`src/source/rsPkg.sv`:
```
package rsPkg;

    // ****************************************
    // datapath and tag widths
    // ****************************************
    localparam int DataWidth = 32;  // operand and result width.
    localparam int TagWidth  = 4;   // tag 0 means value present.

    // ****************************************
    // station sizing
    // ****************************************
    localparam int NumEntries = 8;
    localparam int SlotWidth  = $clog2(NumEntries);
    localparam int CreditInit = NumEntries;  // upstream credits after reset or flush.

    // ****************************************
    // opcodes
    // ****************************************
    typedef enum logic [2:0] {
        opAdd = 3'd0,
        opSub = 3'd1,
        opAnd = 3'd2,
        opOr  = 3'd3,
        opXor = 3'd4,
        opShl = 3'd5,  // shift amount from low 5 bits of b.
        opShr = 3'd6,  // logical.
        opSlt = 3'd7   // signed compare, gives 1 or 0.
    } rsOp;

endpackage

```
`src/source/rsEntry.sv`:
```
`timescale 1ns/1ps

module rsEntry import rsPkg::*; (
    input  logic                 clk,
    input  logic                 reset,
    input  logic                 flush,
    input  logic                 writeEnable,
    input  rsOp                  inOp,
    input  logic [TagWidth-1:0]  inDestTag,
    input  logic [TagWidth-1:0]  inTagA,
    input  logic [TagWidth-1:0]  inTagB,
    input  logic [DataWidth-1:0] inValA,
    input  logic [DataWidth-1:0] inValB,
    input  logic                 resultValid,
    input  logic [TagWidth-1:0]  resultTag,
    input  logic [DataWidth-1:0] resultData,
    input  logic                 issueClear,
    output logic                 busy,
    output logic                 ready,
    output rsOp                  op,
    output logic [TagWidth-1:0]  destTag,
    output logic [DataWidth-1:0] valA,
    output logic [DataWidth-1:0] valB
);

    logic [TagWidth-1:0]  tagA;
    logic [TagWidth-1:0]  tagB;
    logic [DataWidth-1:0] dataA;
    logic [DataWidth-1:0] dataB;
    logic                 hitA;
    logic                 hitB;
    logic                 newHitA;
    logic                 newHitB;

    // snoop for resident operands.
    assign hitA = resultValid && (tagA != '0) && (tagA == resultTag);
    assign hitB = resultValid && (tagB != '0) && (tagB == resultTag);

    // snoop for operands arriving this cycle.
    assign newHitA = resultValid && (inTagA != '0) && (inTagA == resultTag);
    assign newHitB = resultValid && (inTagB != '0) && (inTagB == resultTag);

    // a broadcast hit counts as present, the data is forwarded.
    assign ready = busy && ((tagA == '0) || hitA) && ((tagB == '0) || hitB);
    assign valA  = hitA ? resultData : dataA;
    assign valB  = hitB ? resultData : dataB;

    always_ff @(posedge clk) begin
        if (reset || flush) begin
            busy <= 1'b0;
            tagA <= '0;
            tagB <= '0;
        end else if (issueClear) begin
            busy <= 1'b0;  // taken by issue.
        end else if (writeEnable) begin
            busy    <= 1'b1;
            op      <= inOp;
            destTag <= inDestTag;
            tagA    <= newHitA ? '0 : inTagA;
            tagB    <= newHitB ? '0 : inTagB;
            dataA   <= newHitA ? resultData : inValA;
            dataB   <= newHitB ? resultData : inValB;
        end else begin
            if (hitA) begin
                tagA  <= '0;
                dataA <= resultData;
            end
            if (hitB) begin
                tagB  <= '0;
                dataB <= resultData;
            end
        end
    end

endmodule

```
`src/source/rsDispatch.sv`:
```
`timescale 1ns/1ps

module rsDispatch import rsPkg::*; (
    input  logic                  inValid,
    input  logic [NumEntries-1:0] busyVec,
    output logic [NumEntries-1:0] writeEnable
);

    logic [NumEntries-1:0] freeVec;
    logic [NumEntries-1:0] lowestFree;

    assign freeVec = ~busyVec;

    // ****************************************
    // lowest free slot, priority to slot 0
    // ****************************************
    always_comb begin
        logic found;
        found      = 1'b0;
        lowestFree = '0;
        for (int i = 0; i < NumEntries; i++) begin
            if (!found && freeVec[i]) begin
                lowestFree[i] = 1'b1;
                found         = 1'b1;
            end
        end
    end

    // credits keep a free slot available whenever inValid is high.
    assign writeEnable = inValid ? lowestFree : '0;

endmodule

```
`src/source/rsIssue.sv`:
```
`timescale 1ns/1ps

module rsIssue import rsPkg::*; (
    input  logic                                  clk,
    input  logic                                  reset,
    input  logic                                  flush,
    input  logic [NumEntries-1:0]                 readyVec,
    input  rsOp  [NumEntries-1:0]                 opVec,
    input  logic [NumEntries-1:0][TagWidth-1:0]   tagVec,
    input  logic [NumEntries-1:0][DataWidth-1:0]  valAVec,
    input  logic [NumEntries-1:0][DataWidth-1:0]  valBVec,
    output logic [NumEntries-1:0]                 issueClear,
    output logic                                  issueValid,
    output rsOp                                   issueOp,
    output logic [TagWidth-1:0]                   issueTag,
    output logic [DataWidth-1:0]                  issueA,
    output logic [DataWidth-1:0]                  issueB,
    output logic                                  creditReturn
);

    logic [SlotWidth-1:0] selSlot;
    logic                 anyReady;

    // ****************************************
    // lowest ready slot
    // ****************************************
    always_comb begin
        selSlot  = '0;
        anyReady = 1'b0;
        for (int i = NumEntries - 1; i >= 0; i--) begin
            if (readyVec[i]) begin
                selSlot  = SlotWidth'(i);  // lower index wins.
                anyReady = 1'b1;
            end
        end
    end

    always_comb begin
        issueClear = '0;
        if (anyReady) begin
            issueClear[selSlot] = 1'b1;
        end
    end

    always_ff @(posedge clk) begin
        if (reset || flush) begin
            issueValid <= 1'b0;
        end else begin
            issueValid <= anyReady;
        end
    end

    always_ff @(posedge clk) begin
        issueOp  <= opVec[selSlot];
        issueTag <= tagVec[selSlot];
        issueA   <= valAVec[selSlot];
        issueB   <= valBVec[selSlot];
    end

    // one credit per slot released.
    assign creditReturn = issueValid;

endmodule

```
`src/source/rsAlu.sv`:
```
`timescale 1ns/1ps

module rsAlu import rsPkg::*; (
    input  logic                 clk,
    input  logic                 reset,
    input  logic                 flush,
    input  logic                 issueValid,
    input  rsOp                  issueOp,
    input  logic [TagWidth-1:0]  issueTag,
    input  logic [DataWidth-1:0] issueA,
    input  logic [DataWidth-1:0] issueB,
    output logic                 resultValid,
    output logic [TagWidth-1:0]  resultTag,
    output logic [DataWidth-1:0] resultData
);

    logic [DataWidth-1:0] aluOut;
    logic [4:0]           shAmt;

    assign shAmt = issueB[4:0];

    always_comb begin
        case (issueOp)
            opAdd:   aluOut = issueA + issueB;
            opSub:   aluOut = issueA - issueB;
            opAnd:   aluOut = issueA & issueB;
            opOr:    aluOut = issueA | issueB;
            opXor:   aluOut = issueA ^ issueB;
            opShl:   aluOut = issueA << shAmt;
            opShr:   aluOut = issueA >> shAmt;
            opSlt:   aluOut = DataWidth'($signed(issueA) < $signed(issueB));
            default: aluOut = '0;
        endcase
    end

    // ****************************************
    // result broadcast register
    // ****************************************
    always_ff @(posedge clk) begin
        if (reset || flush) begin
            resultValid <= 1'b0;  // drops the in-flight result.
        end else begin
            resultValid <= issueValid;
        end
        resultTag  <= issueTag;
        resultData <= aluOut;
    end

endmodule

```
`src/source/rsTop.sv`:
```
`timescale 1ns/1ps

module rsTop import rsPkg::*; (
    input  logic                 clk,
    input  logic                 reset,
    input  logic                 flush,
    input  logic                 inValid,
    input  rsOp                  inOp,
    input  logic [TagWidth-1:0]  inDestTag,
    input  logic [TagWidth-1:0]  inTagA,
    input  logic [DataWidth-1:0] inValA,
    input  logic [TagWidth-1:0]  inTagB,
    input  logic [DataWidth-1:0] inValB,
    output logic                 creditReturn,
    output logic                 resultValid,
    output logic [TagWidth-1:0]  resultTag,
    output logic [DataWidth-1:0] resultData
);

    logic [NumEntries-1:0]                busyVec;
    logic [NumEntries-1:0]                readyVec;
    logic [NumEntries-1:0]                writeEnable;
    logic [NumEntries-1:0]                issueClear;
    rsOp  [NumEntries-1:0]                opVec;
    logic [NumEntries-1:0][TagWidth-1:0]  tagVec;
    logic [NumEntries-1:0][DataWidth-1:0] valAVec;
    logic [NumEntries-1:0][DataWidth-1:0] valBVec;
    logic                                 issueValid;
    rsOp                                  issueOp;
    logic [TagWidth-1:0]                  issueTag;
    logic [DataWidth-1:0]                 issueA;
    logic [DataWidth-1:0]                 issueB;

    rsDispatch dispatchInst (
        .inValid     (inValid),
        .busyVec     (busyVec),
        .writeEnable (writeEnable)
    );

    // ****************************************
    // station entries
    // ****************************************
    for (genvar i = 0; i < NumEntries; i++) begin : gEntry
        rsEntry entryInst (
            .clk         (clk),
            .reset       (reset),
            .flush       (flush),
            .writeEnable (writeEnable[i]),
            .inOp        (inOp),
            .inDestTag   (inDestTag),
            .inTagA      (inTagA),
            .inTagB      (inTagB),
            .inValA      (inValA),
            .inValB      (inValB),
            .resultValid (resultValid),
            .resultTag   (resultTag),
            .resultData  (resultData),
            .issueClear  (issueClear[i]),
            .busy        (busyVec[i]),
            .ready       (readyVec[i]),
            .op          (opVec[i]),
            .destTag     (tagVec[i]),
            .valA        (valAVec[i]),
            .valB        (valBVec[i])
        );
    end

    rsIssue issueInst (
        .clk          (clk),
        .reset        (reset),
        .flush        (flush),
        .readyVec     (readyVec),
        .opVec        (opVec),
        .tagVec       (tagVec),
        .valAVec      (valAVec),
        .valBVec      (valBVec),
        .issueClear   (issueClear),
        .issueValid   (issueValid),
        .issueOp      (issueOp),
        .issueTag     (issueTag),
        .issueA       (issueA),
        .issueB       (issueB),
        .creditReturn (creditReturn)
    );

    rsAlu aluInst (
        .clk         (clk),
        .reset       (reset),
        .flush       (flush),
        .issueValid  (issueValid),
        .issueOp     (issueOp),
        .issueTag    (issueTag),
        .issueA      (issueA),
        .issueB      (issueB),
        .resultValid (resultValid),
        .resultTag   (resultTag),
        .resultData  (resultData)
    );

endmodule

```
`config.mk`:
```
export PLATFORM = sky130hd
export DESIGN_NAME = rsTop
export DESIGN_NICKNAME = d
export VERILOG_FILES = /design/src/source/rsPkg.sv /design/src/source/rsEntry.sv /design/src/source/rsDispatch.sv /design/src/source/rsIssue.sv /design/src/source/rsAlu.sv /design/src/source/rsTop.sv
export SDC_FILE = /design/constraint.sdc
export NUM_CORES = 2
export LEC_CHECK = 0
export BUFFER_PORTS_ARGS = -buffer_cell sky130_fd_sc_hd__buf_2
export CORE_MARGIN = 3
export CORE_UTILIZATION = 55
export CTS_BUF_LIST = sky130_fd_sc_hd__clkbuf_16
export DETAILED_ROUTE_END_ITERATION = 6
export GPL_ROUTABILITY_DRIVEN = 0
export PLACE_DENSITY = 0.7
export REMOVE_ABC_BUFFERS = 1
export SETUP_SLACK_MARGIN = 0.4
export SYNTH_ARGS = -nofsm -noshare
export SYNTH_HDL_FRONTEND = slang
export SYNTH_SLANG_ARGS = --single-unit
```
`constraint.sdc`:
```
create_clock -name clk -period 7.55 [get_ports clk]
set_input_delay 1.51 -clock clk [delete_from_list [all_inputs] [get_ports clk]]
set_output_delay 1.51 -clock clk [all_outputs]
set_load 0.05 [all_outputs]
```
After elaboration in Yosys (flattened, before gate mapping)
Cells that the tools add are included.

storage, ports and cells
  bits in registers = 749
  logic and storage cells = 395
  output and inout bits = 38
  bits of input ports = 83

operators by class
  shift-type cells = 2
  mux-type cells = 111
  reduce and logical (&&, ||, !) cells = 175
  order comparisons = 3
  add/sub/neg operators = 2
  equal/unequal tests = 25
  bitwise gates (word level) = 13

operator list
  cell                 count
  $mux W32             36
  $pmux W32 S8         1
  $bmux W32 S3         2
  $mux W4              35
  $eq A4 B4 Y1         18
  $reduce_bool A4 Y1   18
  $logic_not A4 Y1     16
  $logic_and A1 B1 Y1  60
  $reduce_and A2 Y1    24
  $add A32 B32 Y32     1
  $and A32 B32 Y32     1
  $lt A32 B32 Y1       1
  $or A32 B32 Y32      1
  $reduce_bool A2 Y1   16
  $shl A32 B5 Y32      1
  $shr A32 B5 Y32      1
  $sub A32 B32 Y32     1
  $xor A32 B32 Y32     1
  $mux W3              9
  $reduce_and A3 Y1    8
  $mux W1              23
  $logic_or A1 B1 Y1   17
  $mux W8              2
  $reduce_or A2 Y1     8
  other kinds (12)     30

Logic depth before layout (Yosys ltp)
  word-level depth = 26
  gate-level depth with buffers = 16
  depth with buffers taken out = 14

Cells and area by module
A second synthesis with hierarchy kept.

unflattened totals
  cells, all modules = 4,888
  area, all modules = 57,315.0 µm²

modules (own cells, without submodules)
  module      area an instance (µm²)  instances  cells an instance
  rsEntry     5,246.3                 8          375
  rsAlu       9,337.7                 1          1,274
  rsIssue     5,925.7                 1          602
  rsDispatch  81.3                    1          12

Least setup slack after synthesis
OpenSTA, ideal clock, no wires.

  path type = flip-flop to flip-flop
  start = reg aluInst.resultValid
  end = reg gEntry[7].entryInst.dataA[0], enable pin
  stages on the path, launching flop included = 11
  path slack = 1.488 ns
  path buffers = 4
  arrival time = 5.554 ns
  cell sequence = dfxtp_1 -> buf_2 -> clkbuf_1 -> nand4_1 -> nor3b_2 -> o221ai_2 -> o211ai_4 -> nor2_4 -> buf_4 -> clkbuf_1 -> a21oi_1

between the ends
  word-level cells in the longest chain between the ends = 20

ends and longest elaborated chain
  item                                                                       line           RTL
  start: declaration                                                         rsAlu.sv:12    output logic resultValid,
  start signal: assignment                                                   rsAlu.sv:43    resultValid <= issueValid;
  $logic_and A1 B1 Y1 (2 in series)                                          rsEntry.sv:36  assign hitA = resultValid && (tagA != '0) && (tagA == resultTag);
  $logic_or A1 B1 Y1                                                         rsEntry.sv:44  assign ready = busy && ((tagA == '0) || hitA) && ((tagB == '0) || hitB);
  $logic_and A1 B1 Y1 (2 in series)                                          rsEntry.sv:44
  $mux W3 (8 in series)                                                      rsIssue.sv:31  if (readyVec[i]) begin
  $lt A3 B4 Y1 (not written as such) / $ge A3 B1 Y1 (equally long branches)  rsIssue.sv:41  issueClear[selSlot] = 1'b1;
  $logic_and A1 B1 Y1 (not written as such)                                  rsIssue.sv:41
  $mux W1 (not written as such)                                              rsIssue.sv:41
  $demux W1 S3                                                               --
  $mux W8 (*)                                                                rsIssue.sv:40  if (anyReady) begin
  $not A1 Y1 (no source line) (*)                                            --
  $reduce_and A2 Y1 (no source line) (*)                                     --
  end signal: assignment                                                     rsEntry.sv:61  dataA <= newHitA ? resultData : inValA;
  end signal: assignment                                                     rsEntry.sv:66  dataA <= resultData;
  end: declaration                                                           rsEntry.sv:28  logic [DataWidth-1:0] dataA;

Mark *: on every way between the ends. The rest lies on a longest branch, timed or not.
A chain may end at the register's enable or synchronous reset.

Worst setup path in the final report
  start = reg aluInst.resultTag[0]
  end = reg issueInst.issueA[24]

between the ends
  word-level cells in the longest chain between the ends = 15

ends and longest elaborated chain
  item                                line           RTL
  start: declaration                  rsAlu.sv:13    output logic [TagWidth-1:0] resultTag,
  start signal: assignment            rsAlu.sv:45    resultTag <= issueTag;
  $eq A4 B4 Y1                        rsEntry.sv:36
  $logic_and A1 B1 Y1                 rsEntry.sv:36
  $logic_or A1 B1 Y1                  rsEntry.sv:44
  $logic_and A1 B1 Y1 (2 in series)   rsEntry.sv:44
  $mux W3 (8 in series)               rsIssue.sv:31
  $bmux W32 S3 (*)                    rsIssue.sv:56  issueA <= valAVec[selSlot];
  $mux W32 (not written as such) (*)  rsIssue.sv:56
  end signal: assignment              rsIssue.sv:56
  end: declaration                    rsIssue.sv:16  output logic [DataWidth-1:0] issueA,

Mark *: on every way between the ends. The rest lies on a longest branch, timed or not. The select of a mux whose other input is x is not followed.

==> flow_metrics.env <==
export IMPL_wl_um=200000
export IMPL_worstPathMaxFanout=25
export IMPL_cp_cell_sequence="xnor2_1, nand4_1, o21ai_0, o221ai_1, o211ai_1, a21oi_4, buf_4, mux2_2, nor2_1, o221ai_1, nand4b_1"
export IMPL_detailed_router_s_first_iteration_violation_count=8756
export IMPL_worstPathArrival_ns=6.31
export IMPL_route_detailed_wl_per_inst_um=31.2
export IMPL_drv_slew=0
export IMPL_hold_class="flip-flop to flip-flop"
export IMPL_floorplan_die_height_um=299
export IMPL_power_per_cell_area_nw_per_um2=227
export IMPL_area_sequential_um2=20700
export IMPL_number_of_global_route_vias_before_repair=45700
export IMPL_grt_util_all_layers_pct=43.1
export IMPL_worst_skew_pair_late_latency_ns=0.68
export IMPL_cp_slowest_cell="dfxtp_1"
export IMPL_first_pass_iters=7
export IMPL_fraction_of_layout_instances_using_a_drive_strength_above_1_pct=11.6
export IMPL_grt_overflow_total=0
export IMPL_cts_reportedPaths_clkPinSlew_ns=0.06
export IMPL_cts_num_sinks=749
export IMPL_most_used_cells_in_the_layout_excluding_fill_and_tap_cells="1312 x nor2_1, 610 x o22ai_1, 568 x edfxtp_1"
export IMPL_synth_async_sr_flop_share_pct=0
export IMPL_post_synth_inst_count=5377
export IMPL_global_route_wire_length_before_repair_um=294000
export IMPL_fin_crit_ns=5.71
export IMPL_dominantRegCellSynth="edfxtp_1"
export IMPL_timing_critical_path_from_type="flip-flop"
export IMPL_number_of_cts_inserted_buffers=83
export IMPL_max_clock_freq_mhz=175
export IMPL_top_layer_used="met5"
export IMPL_top_level_ports=121
export IMPL_final_common_cell="nor2_1"
export IMPL_htreeDepth=3
export IMPL_multiInputGateArea_um2=24300
export IMPL_cp_common_cell="o221ai_1"
export IMPL_ir_worst_vdd_mv=0.215
export IMPL_fill_cells=7256
export IMPL_remaining_drc_errors=13
export IMPL_clock_skew_ns=0.0333
export IMPL_cts_root_buffer="clkbuf_16"
export IMPL_routed_wl_met3_um=34400
export IMPL_clock_tree_buffer_depth=3
export IMPL_maxSlewHeadroom_pct=9.95
export IMPL_die_width_um=299
export IMPL_timing_critical_path_required_ns=8.15
export IMPL_port_buffer_count=120
export IMPL_worst_setup_path_type="flip-flop to flip-flop"
export IMPL_floorplan_initialDensity_pct=56.0
export IMPL_report_final_setup_viol=0
export IMPL_post_cts_buffers=0
export IMPL_rows=106
export IMPL_finalNetCount=5392
export IMPL_post_route_cell_area_um2=51500
export IMPL_power_total_mw=11.7
export IMPL_dieArea_um2=89600
export IMPL_route_vias_total=48100
export IMPL_postcts_resize_cnt=0
export IMPL_critical_path_max_stage_delay_ns=1.03
export IMPL_violations="DRC"
export IMPL_place_area_um2=48700
export IMPL_ys_ff_latch=749
export IMPL_detailed_place_hpwl_um=124000
export IMPL_synth_cell_area_um2=47300
export IMPL_worstSetupEndpointType="flip-flop"
export IMPL_met2WireLength_um=82300
export IMPL_core_area_um2=84500
export IMPL_post_cts_hold_buffer_count=0
export IMPL_route_layer_met1_wl_um=66800
export IMPL_grt_antenna_before_repair=22
export IMPL_ys_seq_area_share_pct=43.7
export IMPL_actual_transition_at_the_worst_max_transition_pin_ns=1.34
export IMPL_cts_tree="yes"
export IMPL_syn2layout_area_growth_pct=8.93
export IMPL_postRouteAntennaNets=0
export IMPL_run_status="finished, violations left"
export IMPL_report_final_hold_viol_count=0
export IMPL_max_cap_violations=0
export IMPL_final_period_utilization_pct=75.6
export IMPL_avgSynthCellArea_um2=8.80
export IMPL_grt_setup_unrepaired="no"
export IMPL_grt_start_max_net_pins=79
export IMPL_synthesis_yosys_warnings=0
export IMPL_total_leakage_power_nw=19.0
export IMPL_yosysUniqueCellTypes=101
export IMPL_edff_count_synth=568
export IMPL_vias_per_cell=7.47
==> cells in the mapped netlist, drive strengths merged, types with 105 or more instances <==
master	n	area share, %
nand2	207	1.7
o22ai	610	8.1
clkbuf	396	3.1
a22oi	140	2.2
inv	113	0.90
o21ai	176	1.9
nor2	1332	11
buf	139	1.5
nor3	131	1.5
nand3	105	1.1
edfxtp	568	36
a21oi	181	1.9
dfxtp	181	7.7
==> path summary, 6_finish.rpt <==
path	start	to	slack (ns)	depth (start not counted)
worst max-delay path	aluInst.resultTag[0]	issueInst.issueA[24]	1.84	11
worst min register to register	issueInst.issueTag[0]	aluInst.resultTag[0]	0.34	0
worst max register to register	aluInst.resultTag[0]	issueInst.issueA[24]	1.84	11
worst min-delay path	issueInst.issueTag[0]	aluInst.resultTag[0]	0.34	0
==> where the power goes <==
| part | internal, mW | total [mW] | leakage [nW] | switching, mW |
|---|---|---|---|---|
| combinational | 0.741 | 2.56 | 10.8 | 1.82 |
| sequential | 4.66 | 4.89 | 6.79 | 0.235 |
| clock | 2.39 | 4.26 | 1.42 | 1.86 |
| total | 7.79 | 11.7 | 19.0 | 3.92 |
==> routing by layer <==
layer | global-route usage [%] | vias to the layer above
li1 | - | 19900
met1 | 53.4 | 22300
met2 | 62.1 | 4683
met3 | 16.7 | 1199
met4 | 29.0 | 14
met5 | 0.325 | -
==> cell type report <==
class	instances	share of cell area (%)
Timing Repair Buffer	283	3.54
Tap cell	1134	2.75
Inverter	115	0.838
Antenna cell	17	0.0826
Clock inverter	70	1.23
Clock buffer	86	4.18
Sequential cell	749	40.2
Multi-Input combinational cell	3978	47.2
==> state kept, by name, summed over array words and instances (netlist names) <==
register / count
aluInst.resultData: 32
aluInst.resultTag: 4
aluInst.resultValid: 1
gEntry.entryInst.busy: 8
gEntry.entryInst.dataA: 256
gEntry.entryInst.dataB: 256
gEntry.entryInst.destTag: 32
gEntry.entryInst.op: 24
gEntry.entryInst.tagA: 32
gEntry.entryInst.tagB: 32
issueInst.creditReturn: 1
issueInst.issueA: 32
issueInst.issueB: 32
issueInst.issueOp: 3
issueInst.issueTag: 4
==> through the flow <==
| step | std cells | setup TNS [ns] | utilization, % | setup slack, ns | hold WS (ns) |
|---|---|---|---|---|---|
| after floorplan | 4842 | -22.42 | - | -0.350 | 0.310 |
| after CTS | 6415 | 0 | 60.9 | 2.05 | 0.336 |
| after global routing | 6420 | 0 | 61.0 | 1.71 | 0.341 |
| after global placement | 6259 | 0 | 57.6 | 2.28 | 0.321 |
| final | 6432 | 0 | 61.0 | 1.84 | 0.342 |
| after detailed placement | 6259 | 0 | 57.6 | 2.11 | 0.322 |
==> worst max-delay path: cells and delay by family, from the launching register on <==
kind | cells | cell delay, ns
AO/OA/AOI/OAI | 5 | 2.30
XOR/XNOR | 1 | 0.19
multiplexers | 1 | 0.69
flip-flops | 1 | 1.03
buffers and inverters | 1 | 0.44
AND/OR/NAND/NOR | 3 | 0.92
==> cell families after synthesis <==
group | Yosys count | share of synthesized area, %
AO/OA/AOI/OAI | 1678 | 24.7
adder cells (fa/ha/maj) | 100 | 2.67
flip-flops | 749 | 43.7
XOR/XNOR | 86 | 1.61
buffers and inverters | 650 | 5.57
multiplexers | 109 | 3.44
AND/OR/NAND/NOR | 2005 | 18.3
(Power assumes the default switching activity.)
